===== config.mk =====
export PLATFORM = sky130hd
export DESIGN_NAME = refresh_timer
export DESIGN_NICKNAME = d
export VERILOG_FILES = /design/src/hw/rom_cfg_pkg.sv /design/src/hw/refresh_timer.sv
export SDC_FILE = /design/constraint.sdc
export NUM_CORES = 1
export LEC_CHECK = 0
export BUFFER_PORTS_ARGS = -buffer_cell sky130_fd_sc_hd__buf_2
export CAP_MARGIN = 30
export CORE_AREA = 8 8 45 47
export DETAILED_ROUTE_END_ITERATION = 10
export DIE_AREA = 0 0 53 55
export HOLD_SLACK_MARGIN = 0.08
export PLACE_DENSITY = 0.52
export REMOVE_ABC_BUFFERS = 1
export SLEW_MARGIN = 20
export SYNTH_ARGS = -nofsm -noshare
export SYNTH_HDL_FRONTEND = slang
export SYNTH_SLANG_ARGS = --single-unit

===== constraint.sdc =====
create_clock -name clk_rom -period 4.9 [get_ports clk_rom]
set_clock_uncertainty 0.1 [all_clocks]
set_input_delay 0.49 -clock clk_rom [delete_from_list [all_inputs] [get_ports clk_rom]]
set_output_delay 0.49 -clock clk_rom [all_outputs]
set_load 0.05 [all_outputs]

===== src/hw/rom_cfg_pkg.sv =====
/* Sizes for the ROM side: address and data widths, store depth
   and refresh timing */
`default_nettype none

package rom_cfg_pkg;

    // Download side, one byte per address
    localparam int byte_addr_w = 13;
    localparam int byte_w      = 8;

    // Word store side, two byte lanes per word
    localparam int word_addr_w = 12;
    localparam int word_w      = 16;
    localparam int mask_w      = word_w / byte_w;
    localparam int store_depth = 4096;

    // Refresh slot timing in clk_rom cycles
    localparam int refresh_period = 64;
    localparam int refresh_cycles = 4;

    // Counter wide enough for the longer of the two intervals
    localparam int refresh_cnt_w  = $clog2(refresh_period);

endpackage

`default_nettype wire


===== src/hw/refresh_timer.sv =====
/* Refresh period counter and refresh slot timer */
`timescale 1ns/1ns
`default_nettype none

module refresh_timer (
    input  wire logic clk_rom,
    input  wire logic rst_n,
    input  wire logic refresh_start,
    output      logic refresh_due,
    output      logic refresh_busy
);

    logic [rom_cfg_pkg::refresh_cnt_w-1:0] cnt;

    // Same counter times the gap and then the slot itself
    always_ff @(posedge clk_rom) begin
        if (!rst_n) begin
            cnt          <= '0;
            refresh_due  <= 1'b0;
            refresh_busy <= 1'b0;
        end else if (refresh_busy) begin
            if (cnt == rom_cfg_pkg::refresh_cnt_w'(rom_cfg_pkg::refresh_cycles - 1)) begin
                refresh_busy <= 1'b0;
                cnt          <= '0;     // Next period starts here
            end else begin
                cnt <= cnt + 1'b1;
            end
        end else if (refresh_due) begin
            // Waits here until the FSM grants the slot
            if (refresh_start) begin
                refresh_due  <= 1'b0;
                refresh_busy <= 1'b1;
                cnt          <= '0;
            end
        end else if (cnt == rom_cfg_pkg::refresh_cnt_w'(rom_cfg_pkg::refresh_period - 1)) begin
            refresh_due <= 1'b1;
            cnt         <= '0;
        end else begin
            cnt <= cnt + 1'b1;
        end
    end

endmodule

`default_nettype wire


# Yosys cells after proc, flatten, opt, wreduce, memory -nomap -nowiden
# Index checks and enable logic that the tools add are counted.
# word_totals
ff_bits	8
latch_bits	0
ramBits	0
romBits	0
elab_cells	19
n_memories	0
# op_classes
add_sub_neg	1
mul	0
div	0
magnitude_cmp	0
n_eq_ne	3
n_shift	0
muxes	12
bitwise_logic	0
reduce_logical	0
# ops
op	count
6-bit 2-to-1 mux	5
1-bit 2-to-1 mux	7
6-bit by 1-bit adder with 6-bit output (second input constant)	1
6-bit by 2-bit equality test with 1-bit output (second input constant)	1
6-bit equality test (second input constant)	1
3-bit by 2-bit inequality test with 1-bit output (second input constant)	1

# Depth between registers and ports, before layout
# logic_depth
depth_word	4
mapped_depth	4
mapped_depth_nobuf	4

# Worst setup path after synthesis
# OpenSTA, ideal clock, no wires.
# synth_timing
path_kind	register -> register
start	register refresh_busy
end	register cnt[5] in the netlist's numbering
setup_ns	0.086
arrival_ns	1.648
required_ns	4.714
path_slack_ns	3.066
path_stages_with_launch	4
n_path_buf	0
period_less_slack_ns	1.834
cell_sequence	dfxtp_1 > nor3b_2 > or4_1 > a221oi_2
# synth_between
elab_chain_len	1
word_cells_on_any_way	2
# synth_lines
item	line_no	rtl
start, declared	refresh_timer.sv:10	output logic refresh_busy
start signal, assigned	refresh_timer.sv:20	refresh_busy <= 1'b0;
start signal, assigned	refresh_timer.sv:23	refresh_busy <= 1'b0;
start signal, assigned	refresh_timer.sv:32	refresh_busy <= 1'b1;
3-bit by 2-bit inequality test with 1-bit output (no line) or 6-bit 2-to-1 mux (tied branches)	--	
end signal, assigned	refresh_timer.sv:26	cnt <= cnt + 1'b1;
end signal, assigned	refresh_timer.sv:39	cnt <= cnt + 1'b1;
end, declared	refresh_timer.sv:13	logic [rom_cfg_pkg::refresh_cnt_w-1:0] cnt;
# Parallel ways exist; a longest one is shown, timed or not.
# A chain may end at the register's enable or synchronous reset.

# Final worst setup path
# layout_timing
start	register cnt[0] in the netlist's numbering
end	register cnt[4] in the netlist's numbering
# layout_between
elab_chain_len	4
word_cells_on_any_way	7
# layout_lines
item	line_no	rtl
6-bit by 1-bit adder with 6-bit output or 6-bit equality test (tied branches)	refresh_timer.sv:26, refresh_timer.sv:39, refresh_timer.sv:35	
6-bit 2-to-1 mux	refresh_timer.sv:35	end else if (cnt == rom_cfg_pkg::refresh_cnt_w'(rom_cfg_pkg::refresh_period - 1)) begin
6-bit 2-to-1 mux	refresh_timer.sv:28	end else if (refresh_due) begin
6-bit 2-to-1 mux (*)	refresh_timer.sv:21	end else if (refresh_busy) begin
# Every way passes the cells marked *; elsewhere a longest branch is shown, timed or not.

==> impl_metrics.yaml <==
route:
  remaining_drc_errors: 0
  post_drt_wl_per_cell_microns: 12.7
  vias: 373
  dr.first_iter.drc_count: 2
  route.final.wire_length_microns: 879
  final_antenna_net_count: 0
  routed_via_density: 5.41
  firstDrtPassIters: 3
sta:
  fin_setup_tns_ns: 0
  maxSlewViolCount: 0
  maxSlewHeadroom_pct: 59.5
  fin_crit_sh_pct: 35.8
  tightest_slew_ns: 0.604
  finalHoldViolCount: 0
  timing.fmax_ghz: 0.570
  finalSetupViolations: 0
  period_needed_ns: 1.75
  rsz0062_at_grt: "no"
critical_path:
  path_class: "reg -> reg"
  cp-end-kind: "register"
  crit_required_ns: 4.93
  crit_fanout: 4
  crit_arrival_ns: 1.79
  start_kind: "register"
global_routing:
  grt-ovfl-total: 0
  grt_usage_pct: 7.67
  first_global_vias: 389
  use_met1_pct: 7.96
  antenna_found_initial: 0
  grt_pass1_wl_mm: 1.61
  use_met2_pct: 12.3
  grtUsageMet3_pct: 5.88
  top_usage_layer: "met2"
  grt_max_degree: 11
cts:
  post_cts_resized: 0
  clkSlewWorstSetupHoldPaths_ns: 0.06
  clockBufferDepth: 2
  cts_tree: "yes"
  cts_buffers: 3
  cts-root-buf: "clkbuf_4"
  post-cts-setup-buffer-count: 0
  cts_hold_buf: 0
  clock_latency_ns: 0.26
  cts.sinks: 8
  htree_levels: 1
logic_synthesis:
  ys_top_cells_by_area: "dfxtp_1 (39%), a21oi_1 (6.0%), o21ai_0 (6.0%), or3_1 (6.0%), nand3_1 (4.8%)"
  synthCells: 46
  synth-seq-cells: 8
  yosys.cell_types.count: 20
  synth.avg_cell_area_sq_um: 9.00
  yosys.area.top_type: "dfxtp_1"
  yosysWarnings: 0
  yosysTopAreaCellShare_pct: 38.7
  ys_seq_area_share_pct: 38.7
  netlist_area_sq_um: 414
layout:
  seq_area_sq_um: 160
  layout_commonest_cell: "dfxtp_1"
  drive_above_1_share_pct: 18.9
  multiInputGateArea_sq_um: 239
  area_growth_pct: 15.1
  nFillCells: 159
  antenna_cells: 0
  fin_util_pct: 34.4
  postLayoutCellArea_sq_um: 477
  final_cell_mix: "dfxtp_1 (8), o21ai_0 (5), a21oi_1 (5)"
  nets: 59
outcome:
  status: "completed"
pwr:
  powerDensity_nw_per_um2: 273
  p_leak_uw: 0.000156
  ir_worst_vdd_mv: 0.182
die:
  start_util_pct: 29.9
  rows: 14
  num_io_pins: 5
  die_area_sq_um: 2920
  die_w_microns: 53
  die_h_microns: 55
  core_sq_um: 1380
job:
  maxCapViolations: 0
place:
  post-dp-hpwl_microns: 650
  portBuffers: 4
  place_area_sq_um: 454
  routabilityCongestion: 0.700
min_path:
  hp-class: "reg -> reg"
-- per-layer routing --
| layer | up-vias | routed length, microns |
|---|---|---|
| met1 | 174 | 414 |
| met4 | 0 | 0 |
| met3 | 0 | 83 |
| met2 | 8 | 381 |
| li1 | 191 | - |
| met5 | - | 0 |
-- flip-flops by register name, indices dropped and copies added (netlist names) --
register / flops
cnt: 6
refresh_busy: 1
refresh_due: 1
-- power by group --
part | total [uW] | leakage [uW] | internal, uW | switching (uW)
Combinational | 7.92 | 0.0000767 | 3.71 | 4.21
Sequential | 70.0 | 0.0000651 | 67.2 | 2.80
Clock | 52.2 | 0.0000138 | 28.1 | 24.0
-- worst max-delay path, cell delays in order (launching register included) --
cell and delay [ns]:
dfxtp_1 0.39, ha_1 0.24, or4b_1 0.48, o311ai_1 0.35, a21oi_1 0.08
-- cell usage after synthesis --
cell and instances:
dfxtp_1 8, a21oi_1 5, o21ai_0 5, inv_1 4
nand3_1 4, or3_1 4, a211oi_1 2, nand3b_1 2
a221oi_1 1, a221oi_2 1, ha_1 1, mux2i_1 1
nand2_1 1, nor3b_2 1, o21ai_2 1, o311ai_1 1
o31ai_1 1, or4_1 1, or4b_1 1, xor2_1 1
-- cell families (layout without fill, tap and decap cells) --
| logic type | after synthesis | count (layout) | synth area share [%] |
|---|---|---|---|
| AO/OA/AOI/OAI | 17 | 17 | 27.5 |
| XOR/XNOR | 1 | 1 | 2.12 |
| adder cells (fa/ha/maj) | 1 | 1 | 3.02 |
| buffers and inverters | 4 | 11 | 3.62 |
| flip-flops | 8 | 8 | 38.7 |
| multiplexers | 1 | 1 | 2.42 |
| AND/OR/NAND/NOR | 14 | 14 | 22.7 |
-- final timing paths --
path,startpoint,endpoint,slack [ns],cells past startpoint
setup / recovery,cnt[0],cnt[4],3.15,4
hold / removal,cnt[5],cnt[5],0.40,2
setup reg to reg,cnt[0],cnt[4],3.15,4
hold reg to reg,cnt[5],cnt[5],0.40,2
-- final cells by class --
class | count | share of cell area [%]
Multi-Input combinational cell | 34 | 50.1
Sequential cell | 8 | 33.6
Clock buffer | 3 | 4.72
Timing Repair Buffer | 4 | 4.20
Tap cell | 16 | 4.20
Inverter | 4 | 3.15
-- per-stage QoR --
stage	setup WS, ns	hold WS, ns	instances	power [uW]
2_1_floorplan	3.07	0.378	46	76.5
3_3_place_gp	3.14	0.411	66	79.6
3_5_place_dp	3.16	0.403	66	79.5
4_1_cts	3.15	0.410	69	133
5_1_grt	3.05	0.442	69	138
6_report	3.15	0.404	69	130
Power figures use the tool's default switching activity.
