**config.mk**
```make
export PLATFORM = sky130hd
export DESIGN_NAME = rom_access_fsm
export DESIGN_NICKNAME = d
export VERILOG_FILES = /design/src/hw/rom_cfg_pkg.sv /design/src/hw/rom_types_pkg.sv /design/src/hw/rom_access_fsm.sv
export SDC_FILE = /design/constraint.sdc
export NUM_CORES = 1
export LEC_CHECK = 0
export ABC_AREA = 1
export BUFFER_PORTS_ARGS = -buffer_cell sky130_fd_sc_hd__buf_2
export CAP_MARGIN = 10
export CORE_MARGIN = 3
export CORE_UTILIZATION = 30
export DETAILED_ROUTE_END_ITERATION = 10
export HOLD_SLACK_MARGIN = 0.1
export PLACE_DENSITY = 0.77
export SLEW_MARGIN = 10
export SYNTH_ARGS = -nofsm -noshare
export SYNTH_HDL_FRONTEND = slang
export SYNTH_SLANG_ARGS = --single-unit
```
**constraint.sdc**
```tcl
create_clock -name clk_rom -period 1.9 [get_ports clk_rom]
set_input_delay 0.19 -clock clk_rom [delete_from_list [all_inputs] [get_ports clk_rom]]
set_output_delay 0.19 -clock clk_rom [all_outputs]
set_load 0.05 [all_outputs]
```
**src/hw/rom_cfg_pkg.sv**
```systemverilog
/* Sizes for the ROM side: address and data widths, store depth
   and refresh timing */
`default_nettype none

package rom_cfg_pkg;

    // Download side, one byte per address
    localparam int byte_addr_w = 13;
    localparam int byte_w      = 8;

    // Word store side, two byte lanes per word
    localparam int word_addr_w = 12;
    localparam int word_w      = 16;
    localparam int mask_w      = word_w / byte_w;
    localparam int store_depth = 4096;

    // Refresh slot timing in clk_rom cycles
    localparam int refresh_period = 64;
    localparam int refresh_cycles = 4;

    // Counter wide enough for the longer of the two intervals
    localparam int refresh_cnt_w  = $clog2(refresh_period);

endpackage

`default_nettype wire

```
**src/hw/rom_types_pkg.sv**
```systemverilog
/* Payload structs for download bytes, program writes,
   game read requests and read responses */
`default_nettype none

package rom_types_pkg;

    // One byte from the I/O controller
    typedef struct packed {
        logic [rom_cfg_pkg::byte_addr_w-1:0] addr;
        logic [rom_cfg_pkg::byte_w-1:0]      data;
        logic                                last;  // Final byte of the download
    } ioctl_byte_t;

    // Half-word write into the store
    typedef struct packed {
        logic [rom_cfg_pkg::word_addr_w-1:0] addr;
        logic [rom_cfg_pkg::byte_w-1:0]      data;
        logic [rom_cfg_pkg::mask_w-1:0]      mask;  // Bit 1 selects the high lane
    } prog_word_t;

    // Game read
    typedef struct packed {
        logic [rom_cfg_pkg::word_addr_w-1:0] addr;
    } rom_req_t;

    // Read answer, tagged with the address it belongs to
    typedef struct packed {
        logic [rom_cfg_pkg::word_w-1:0]      data;
        logic [rom_cfg_pkg::word_addr_w-1:0] addr;
    } rom_rsp_t;

endpackage

`default_nettype wire

```
**src/hw/rom_access_fsm.sv**
```systemverilog
/* Access FSM sharing the word store between download writes,
   refresh slots and game reads */
`timescale 1ns/1ns
`default_nettype none

module rom_access_fsm (
    input  wire logic                                  clk_rom,
    input  wire logic                                  rst_n,

    // Program writes from the download path
    input  wire rom_types_pkg::prog_word_t             prog,
    input  wire logic                                  prog_valid,
    output      logic                                  prog_ready,
    input  wire logic                                  downloading,

    // Game reads
    input  wire rom_types_pkg::rom_req_t               req,
    input  wire logic                                  req_valid,
    output      logic                                  req_ready,
    output      rom_types_pkg::rom_rsp_t               rsp,
    output      logic                                  rsp_valid,
    input  wire logic                                  rsp_ready,

    // Refresh timer
    input  wire logic                                  refresh_due,
    input  wire logic                                  refresh_busy,
    output      logic                                  refresh_start,

    // Word store port
    output      logic                                  store_we,
    output      logic [rom_cfg_pkg::mask_w-1:0]        store_mask,
    output      logic [rom_cfg_pkg::word_addr_w-1:0]   store_addr,
    output      logic [rom_cfg_pkg::word_w-1:0]        store_wdata,
    input  wire logic [rom_cfg_pkg::word_w-1:0]        store_rdata
);

    typedef enum logic [2:0] {
        st_idle,
        st_write,
        st_refresh,
        st_read,
        st_respond
    } state_t;

    state_t                              state, state_nxt;
    logic [rom_cfg_pkg::word_addr_w-1:0] rd_addr;   // Address of the read in flight
    logic                                req_fire;

    // Reads only from idle with nothing of higher priority waiting
    assign req_ready = (state == st_idle) && !prog_valid && !refresh_due
                       && !downloading && rsp_ready;
    assign req_fire  = req_valid && req_ready;

    assign refresh_start = (state == st_idle) && !prog_valid && refresh_due;

    always_comb begin
        state_nxt = state;
        case (state)
            st_idle: begin
                if (prog_valid)       state_nxt = st_write;
                else if (refresh_due) state_nxt = st_refresh;
                else if (req_fire)    state_nxt = st_read;
            end
            st_write:   state_nxt = st_idle;    // Single-cycle write
            st_refresh: if (!refresh_busy) state_nxt = st_idle;
            st_read:    state_nxt = st_respond; // Store output registers here
            st_respond: if (rsp_ready) state_nxt = st_idle;
            default:    state_nxt = st_idle;
        endcase
    end

    always_ff @(posedge clk_rom) begin
        if (!rst_n) begin
            state <= st_idle;
        end else begin
            state <= state_nxt;
        end
    end

    always_ff @(posedge clk_rom) begin
        if (req_fire) begin
            rd_addr <= req.addr;
        end
    end

    // Store port steering
    assign prog_ready  = (state == st_write);
    assign store_we    = (state == st_write);
    assign store_mask  = prog.mask;
    assign store_wdata = {prog.data, prog.data};  // Mask picks the lane
    // Holding rd_addr keeps rdata stable while the response stalls
    assign store_addr  = (state == st_write) ? prog.addr : rd_addr;

    assign rsp_valid = (state == st_respond);
    assign rsp.data  = store_rdata;
    assign rsp.addr  = rd_addr;

endmodule

`default_nettype wire

```
# After elaboration in Yosys (flattened, before gate mapping)
# Index checks and enable logic that the tools add are counted.
[totals]
register_bits = 15
latch_bits = 0
mem_bits_rw = 0
mem_bits_ro = 0
output_inout_bits = 63
word_cells = 27
memories = 0
[classes]
add_sub_neg = 0
n_mul = 0
div = 0
n_lt_le_gt_ge = 0
eq_ne = 7
n_shift = 0
muxes = 7
n_bitwise = 0
reduce_logical = 11
[ops]
columns = ["operator", "n"]
rows = [
  ["two-way mux 3 bit", 5],
  ["two-way mux 12 bit", 1],
  ["case mux 3 bit (4 select lines)", 1],
  ["equality test 3 x 2 -> 1 bit, second input constant", 2],
  ["logical AND 1 bit", 6],
  ["!= test 4 bit, second input constant", 1],
  ["equality test 3 x 1 -> 1 bit, second input constant", 1],
  ["equality test 3 bit, second input constant", 1],
  ["logical NOT 1 bit", 3],
  ["logical NOT 3 bit", 1],
  ["AND reduction 3 bit", 1],
  ["!= test 2 x 1 -> 1 bit, second input constant", 1],
  ["!= test 2 bit, second input constant", 1],
]

# Logic depth before layout (Yosys ltp)
# Gate-level depths: netlist of run 1.
[depth]
depth_word = 10
depth_mapped = 7

# Least setup slack after synthesis of run 1
# OpenSTA, ideal clock, no wires.
[synth_timing]
path_kind = "register to register"
from = "reg state[1]"
to = "reg rd_addr[0] in the netlist's numbering (enable)"
setup_ns = 0.396
arrival_ns = 1.632
slack_ns = -0.128
path_stages_with_launch = 6
period_less_slack_ns = 2.028
cell_sequence = "dfxtp_1 nor2_4 nand3_4 nor2_4 inv_1 nor3_1"
[synth_between]
elab_chain_len = 6
[synth_rtl]
columns = ["item", "line", "text"]
rows = [
  ["start: declaration", "rom_access_fsm.sv:45", "state_t state, state_nxt;"],
  ["start signal: assignment", "rom_access_fsm.sv:74", "state <= st_idle;"],
  ["start signal: assignment", "rom_access_fsm.sv:76", "state <= state_nxt;"],
  ["logical NOT 3 bit", "rom_access_fsm.sv:50", "assign req_ready = (state == st_idle) && !prog_valid && !refresh_due"],
  ["logical AND 1 bit (2 in a row)", "rom_access_fsm.sv:50", ""],
  ["logical AND 1 bit (2 in a row)", "rom_access_fsm.sv:51", "&& !downloading && rsp_ready;"],
  ["logical AND 1 bit", "rom_access_fsm.sv:52", "assign req_fire = req_valid && req_ready;"],
  ["net req_fire", "rom_access_fsm.sv:47", "logic req_fire;"],
  ["end signal: assignment", "rom_access_fsm.sv:82", "rd_addr <= req.addr;"],
  ["end: declaration", "rom_access_fsm.sv:46", "logic [rom_cfg_pkg::word_addr_w-1:0] rd_addr;"],
]
# The timed path passes the listed nets, and every way through them passes these cells.
# A chain may end at the register's enable or synchronous reset.

# Worst setup path after layout of run 1
[layout_timing]
from = "reg state[0]"
to = "out store_addr[7] in the netlist's numbering"
[layout_between]
elab_chain_len = 2
[layout_rtl]
columns = ["item", "line", "text"]
rows = [
  ["equality test 3 x 1 -> 1 bit", "rom_access_fsm.sv:92", "assign store_addr = (state == st_write) ? prog.addr : rd_addr;"],
  ["two-way mux 12 bit", "rom_access_fsm.sv:92", ""],
  ["end: declaration", "rom_access_fsm.sv:32", "output logic [rom_cfg_pkg::word_addr_w-1:0] store_addr,"],
]
# No other way between the ends.

==> impl_results.md, run 1 <==
* CP required at 1710 ps
* Core footprint at 0.00315 mm2
* Placed Instances at 189
* Setup TNS at 0 ps
* Die area at 0.00416 mm2
* Most frequent cells in the layout: 60 x buf_2, 39 x nand2_1, 12 x dlygate4sd3_1, 12 x edfxtp_1, 8 x inv_1
* Register bit count reported by yosys at 15
* Via count at 845
* Reg clk slew, reported paths at 80 ps
* Initial drt markers at 16
* Die W at 64.5 um
* Worst skew pair latency at 270 ps
* Final Setup Violations at 0
* Hold Worst Slack at 158 ps
* Placed cell areas at 0.00112 mm2
* Mean Syn Cell Area at 8.56 um2
* Crit-path max cell delay at 430 ps
* 1st-pass router iterations at 4
* Max-slew violation count at 0
* # clock sinks at 15
* Final Cell Area at 0.00127 mm2
* # diodes at 0
* Vias in the first global route at 903
* Rel. slew slack at 78.6%
* Fraction of layout cells with a size suffix above 1 at 47.2%
* Critical path arrival at 1570 ps
* RSZ-0062 raised after global routing: false
* Crit path top cell by count: nand2_1
* Final wirelength at 2.44 mm
* Syn-to-layout area delta at 23.5%
* IO Pins at 121
* Ys Warns at 0
* Nets at 220
* Layout Cells excl Fill at 205
* First-pass GRT wire length at 3.94 mm
* Initial antenna violation count at 0
* Clock buffer depth at 2
* Mapped Area at 0.00103 mm2
* Gr ovfl total at 0
* Static Leak at 0.647 nW
* Largest net degree at the start of global routing at 13
* Htree depth at 1
* Fmax at 567 MHz
* Final core utilization at 40.2%
* Status: finished, final reports clean
* Yosys cell types at 19
* Die H at 64.5 um
* Critical-path cell list: inv_2 > nor3_4 > buf_4 > nand2_1 > nand2_1 > buf_2
* Root Driver: clkbuf_4
* PostCTS Resize Cnt at 0
* HP Class: in2reg
* Drt drc at 0
* Max_cap viols at 0
* Worst slew pin tran at 321 ps
* GPL Wtd Cong at 0.753
* CP max-delay cell: dfxtp_1
* PwrDens at 761 mW/mm2
* Skew final at 6.59 ps
* Final HPWL DP at 1.90 mm
* GR Util All Layers at 12.0%
* # port buffers at 60
* TritonCTS clock tree: built
* Cts bufs inserted at 3
* Most common cell after layout, fill and taps aside: buf_2
* Crit path capture type: output pin
* Syn nets at 178
* Period Utilization, post-route at 92.7%
* Register area share after synthesis at 40.9%
* CP Launch Type: flop
* Worst IR Drop VDD at 0.000432 V
* Critical path class: reg2out
* Routed Antenna Nets at 0
* Drt via density at 4.12
* # rows at 20
* Final hold vios at 0
* Mapped Cells at 120
* Fin crit period at 1760 ps
* Routed WL per cell at 11.9 um
* Starting Density at 32.6%
* Critical path fanouts, max at 12
## logic make-up after synthesis
| logic type | Yosys count | share of synthesized area, % |
|---|---|---|
| flops | 15 | 40.9 |
| buf+inv | 47 | 31.1 |
| compound gates | 4 | 2.56 |
| simple gates | 54 | 25.5 |
## cell usage after synthesis
cell	instances	area, um2
nand2_1	39	146
buf_4	36	270
dfxtp_1	3	60.1
a21oi_1	2	10.0
nor3_1	2	10.0
nand3_1	3	15.0
o21ai_2	1	8.76
nor2_1	3	11.3
edfxtp_1	12	360
inv_2	2	7.51
inv_1	8	30.0
nor3_4	1	16.3
nand3_4	1	17.5
o211ai_1	1	7.51
nand4_1	1	6.26
nor2_4	2	22.5
or2_2	1	6.26
buf_6	1	11.3
nor3_2	1	10.0
## per-stage QoR
step / power (mW) / setup slack [ps]
after global placement: 0.787 / 457
after global routing: 1.03 / 18.8
final: 0.966 / 138
after CTS: 0.976 / 123
after detailed placement: 0.789 / 436
after floorplan: 0.891 / 160
## per-layer routing
layer	global-route usage, %	vias to the layer above	part of all wire, %
li1	-	425	-
met1	11.5	373	35
met2	21.8	31	54
met3	2.95	16	6.9
met4	8.97	0	3.4
met5	0	-	0
## registers in the layout (all words and copies together) (netlist names)
signal	cells
rd_addr	12
state	3
## path summary, 6_finish.rpt
check                             start               endpoint  slack [ps]  cells past startpoint
setup / recovery  state[0]$_SDFFE_PN0P_          store_addr[7]         140                      6
hold / removal                    rst_n  state[1]$_SDFFE_PN0P_         160                      3
setup reg to reg  state[1]$_SDFFE_PN0P_   rd_addr[0]$_DFFE_PP_         440                      6
hold reg to reg   state[2]$_SDFFE_PN0P_  state[2]$_SDFFE_PN0P_         570                      2
## critical path, delay by kind of cell (launching register included)
family / cells / cell delay [ps]
buf+inv: 3 / 550
simple gates: 3 / 310
flops: 1 / 430
## area by class of cell
cell class / instances / area [um2]
clock buffer: 3 / 22.5
clock inverter: 1 / 5.00
fill: 352 / 1880
inverter: 10 / 37.5
multi-input combinational: 58 / 293
sequential: 15 / 420
tap: 44 / 55.1
timing repair buffer: 74 / 435
## timing repair
| item | 4_1_cts | 5_1_grt |
|---|---|---|
| hold buffers | 12 | 0 |
| setup buffers | 0 | 0 |
| endpoints found under the setup margin | 0 | 0 |
| hold endpoints to repair | 12 | 0 |
## power by group
group          switching (mW)  internal [mW]  leakage, nW  total, mW
logic                   0.296          0.119        0.497      0.415
clock network          0.0884         0.0778       0.0177      0.166
registers              0.0181          0.366        0.133      0.384
total                   0.402          0.563        0.647      0.966
No activity file was read; power rests on OpenSTA's default activity.
==> run 2: changes to the inputs <==
- CORE_UTILIZATION: 30 -> 33
- GPL_TIMING_DRIVEN: unset -> 0
- PLACE_DENSITY: 0.77 -> 0.8
- clock period: 1.9 -> 2 ns (I/O delays scaled with it)
==> impl_results.md, run 2 (same netlist as run 1, synthesis figures left out) <==
* Status: finished, final reports clean
* Post-CTS setup buffer count at 0
* Vias in the first global route at 848
* Crit path capture type: flop
* Die H at 61.8 um
* Fmax at 540 MHz
* Final hold vios at 0
* Nets at 285
* Rel. slew slack at 44.6%
* Reg clk slew, reported paths at 70 ps
* Routed Antenna Nets at 0
* Fraction of layout cells with a size suffix above 1 at 63.7%
* Initial antenna violation count at 0
* Final HPWL DP at 2.58 mm
* Clock buffer depth at 2
* Crit. Startpoint: state[1]$_SDFFE_PN0P_
* RSZ-0062 raised after global routing: false
* Skew final at 3.16 ps
* # diodes at 0
* Critical-path cell list: nor2_4 > nand3_4 > nor2_4 > inv_1 > nor3_2
* Critical path class: reg2reg
* # rows at 19
* Largest net degree at the start of global routing at 13
* Final core utilization at 57.8%
* Final Setup Violations at 0
* # port buffers at 94
* Drt via density at 4.22
* CP max-delay cell: nor3_2
* Fin crit period at 1850 ps
* IO Pins at 121
* Setup TNS at 0 ps
* Hold Worst Slack at 113 ps
* Biggest regs: rd_addr: 12 flops, state: 3 flops
* Worst skew pair latency at 260 ps
* Htree depth at 1
* CP Launch Type: flop
* Register with the most flip-flops: rd_addr
* 1st-pass router iterations at 4
* Initial drt markers at 13
* Period Utilization, post-route at 92.7%
* Crit-path max cell delay at 630 ps
* PwrDens at 685 mW/mm2
* Most common cell after layout, fill and taps aside: buf_2
* Worst slew pin tran at 827 ps
* HP Class: in2reg
* Syn-to-layout area delta at 60.4%
* FF-to-FF path depth at 5
* Critical path arrival at 1750 ps
* Max reg flops at 12
* Critical path fanouts, max at 12
* Drt drc at 0
* Die W at 61.8 um
* TritonCTS clock tree: built
* Core footprint at 0.00285 mm2
* CP required at 1900 ps
* GR Util All Layers at 12.5%
* Hold wc startpoint: req[6]
* R2r setup slk at 150 ps
* CP Buf/Inv Count at 1
* Crit path to: rd_addr[0]$_DFFE_PP_
* Static Leak at 0.931 nW
* Die area at 0.00382 mm2
* Via count at 1084
* Reg-to-reg endpoint: rd_addr[0]$_DFFE_PP_
* Starting Density at 36.0%
* First-pass GRT wire length at 3.53 mm
* PostCTS Resize Cnt at 0
* Routed WL per cell at 11.3 um
* Final wirelength at 2.92 mm
* Max_cap viols at 0
* Hold buffer count at cts at 6
* Top delay family on crit path: simple AND/OR/NAND/NOR gates
* Crit path top cell by count: nor2_4
* Fill cells at 260
* Max-slew violation count at 0
* # clock sinks at 15
* Root Driver: clkbuf_4
* Cts bufs inserted at 3
* Gr ovfl total at 0
* Worst IR Drop VDD at 0.000311 V
* Total stage count of the critical path at 5
* Most frequent cells in the layout: 94 x buf_2, 39 x nand2_1, 36 x buf_4, 12 x edfxtp_1
* Reg2reg start: state[1]$_SDFFE_PN0P_
* GPL Wtd Cong at 0.775
==> run 2: changes by cell type in the layout (fill, tap and decap cells not counted), sizes merged <==
cell and delta:
buf +69, dlygate4sd3 -4, clkbuf +1, clkinv -1
==> run 2: area by class of cell <==
type                    count  area, um2  share of cell area, %
flip-flops and latches     15        420                   25.5
multi-input cells          58        293                   17.8
well taps                  31       38.8                   2.35
inverters                  10       37.5                   2.28
clock buffers               4       26.3                   1.59
plain buffers              37        282                   17.1
repair buffers            102        551                   33.4
==> run 2: routing by layer <==
metal / GRT usage (%) / vias to the layer above / routed length, um
met5: 0 / - / 0
met4: 5.45 / 0 / 15
met3: 2.69 / 2 / 383
met2: 24.7 / 63 / 1610
met1: 12.3 / 468 / 905
li1: - / 551 / -
==> run 2: where the power goes <==
| part | internal [mW] | total (mW) | switching, mW |
|---|---|---|---|
| registers | 0.348 | 0.366 | 0.0183 |
| logic | 0.183 | 0.609 | 0.426 |
| clock network | 0.0771 | 0.153 | 0.0764 |
==> run 2: how the worst min path moves through the flow <==
| stage | depth (start not counted) | endpoint |
|---|---|---|
| global placement | 1 | rd_addr[3]$_DFFE_PP_ |
| global route | 1 | rd_addr[6]$_DFFE_PP_ |
| detailed placement | 1 | rd_addr[3]$_DFFE_PP_ |
| finish | 1 | rd_addr[6]$_DFFE_PP_ |
| CTS | 1 | rd_addr[11]$_DFFE_PP_ |
| floorplan | 0 | rd_addr[0]$_DFFE_PP_ |
==> run 2: through the flow <==
stage | instances | setup slack, ps | power [mW] | instance area [um2]
2_1_floorplan | 120 | 250 | 0.846 | 1030
3_3_place_gp | 245 | 143 | 0.970 | 1540
3_5_place_dp | 245 | 156 | 0.974 | 1540
4_1_cts | 255 | 140 | 1.14 | 1630
5_1_grt | 257 | 7.57 | 1.19 | 1650
6_report | 257 | 147 | 1.13 | 1650
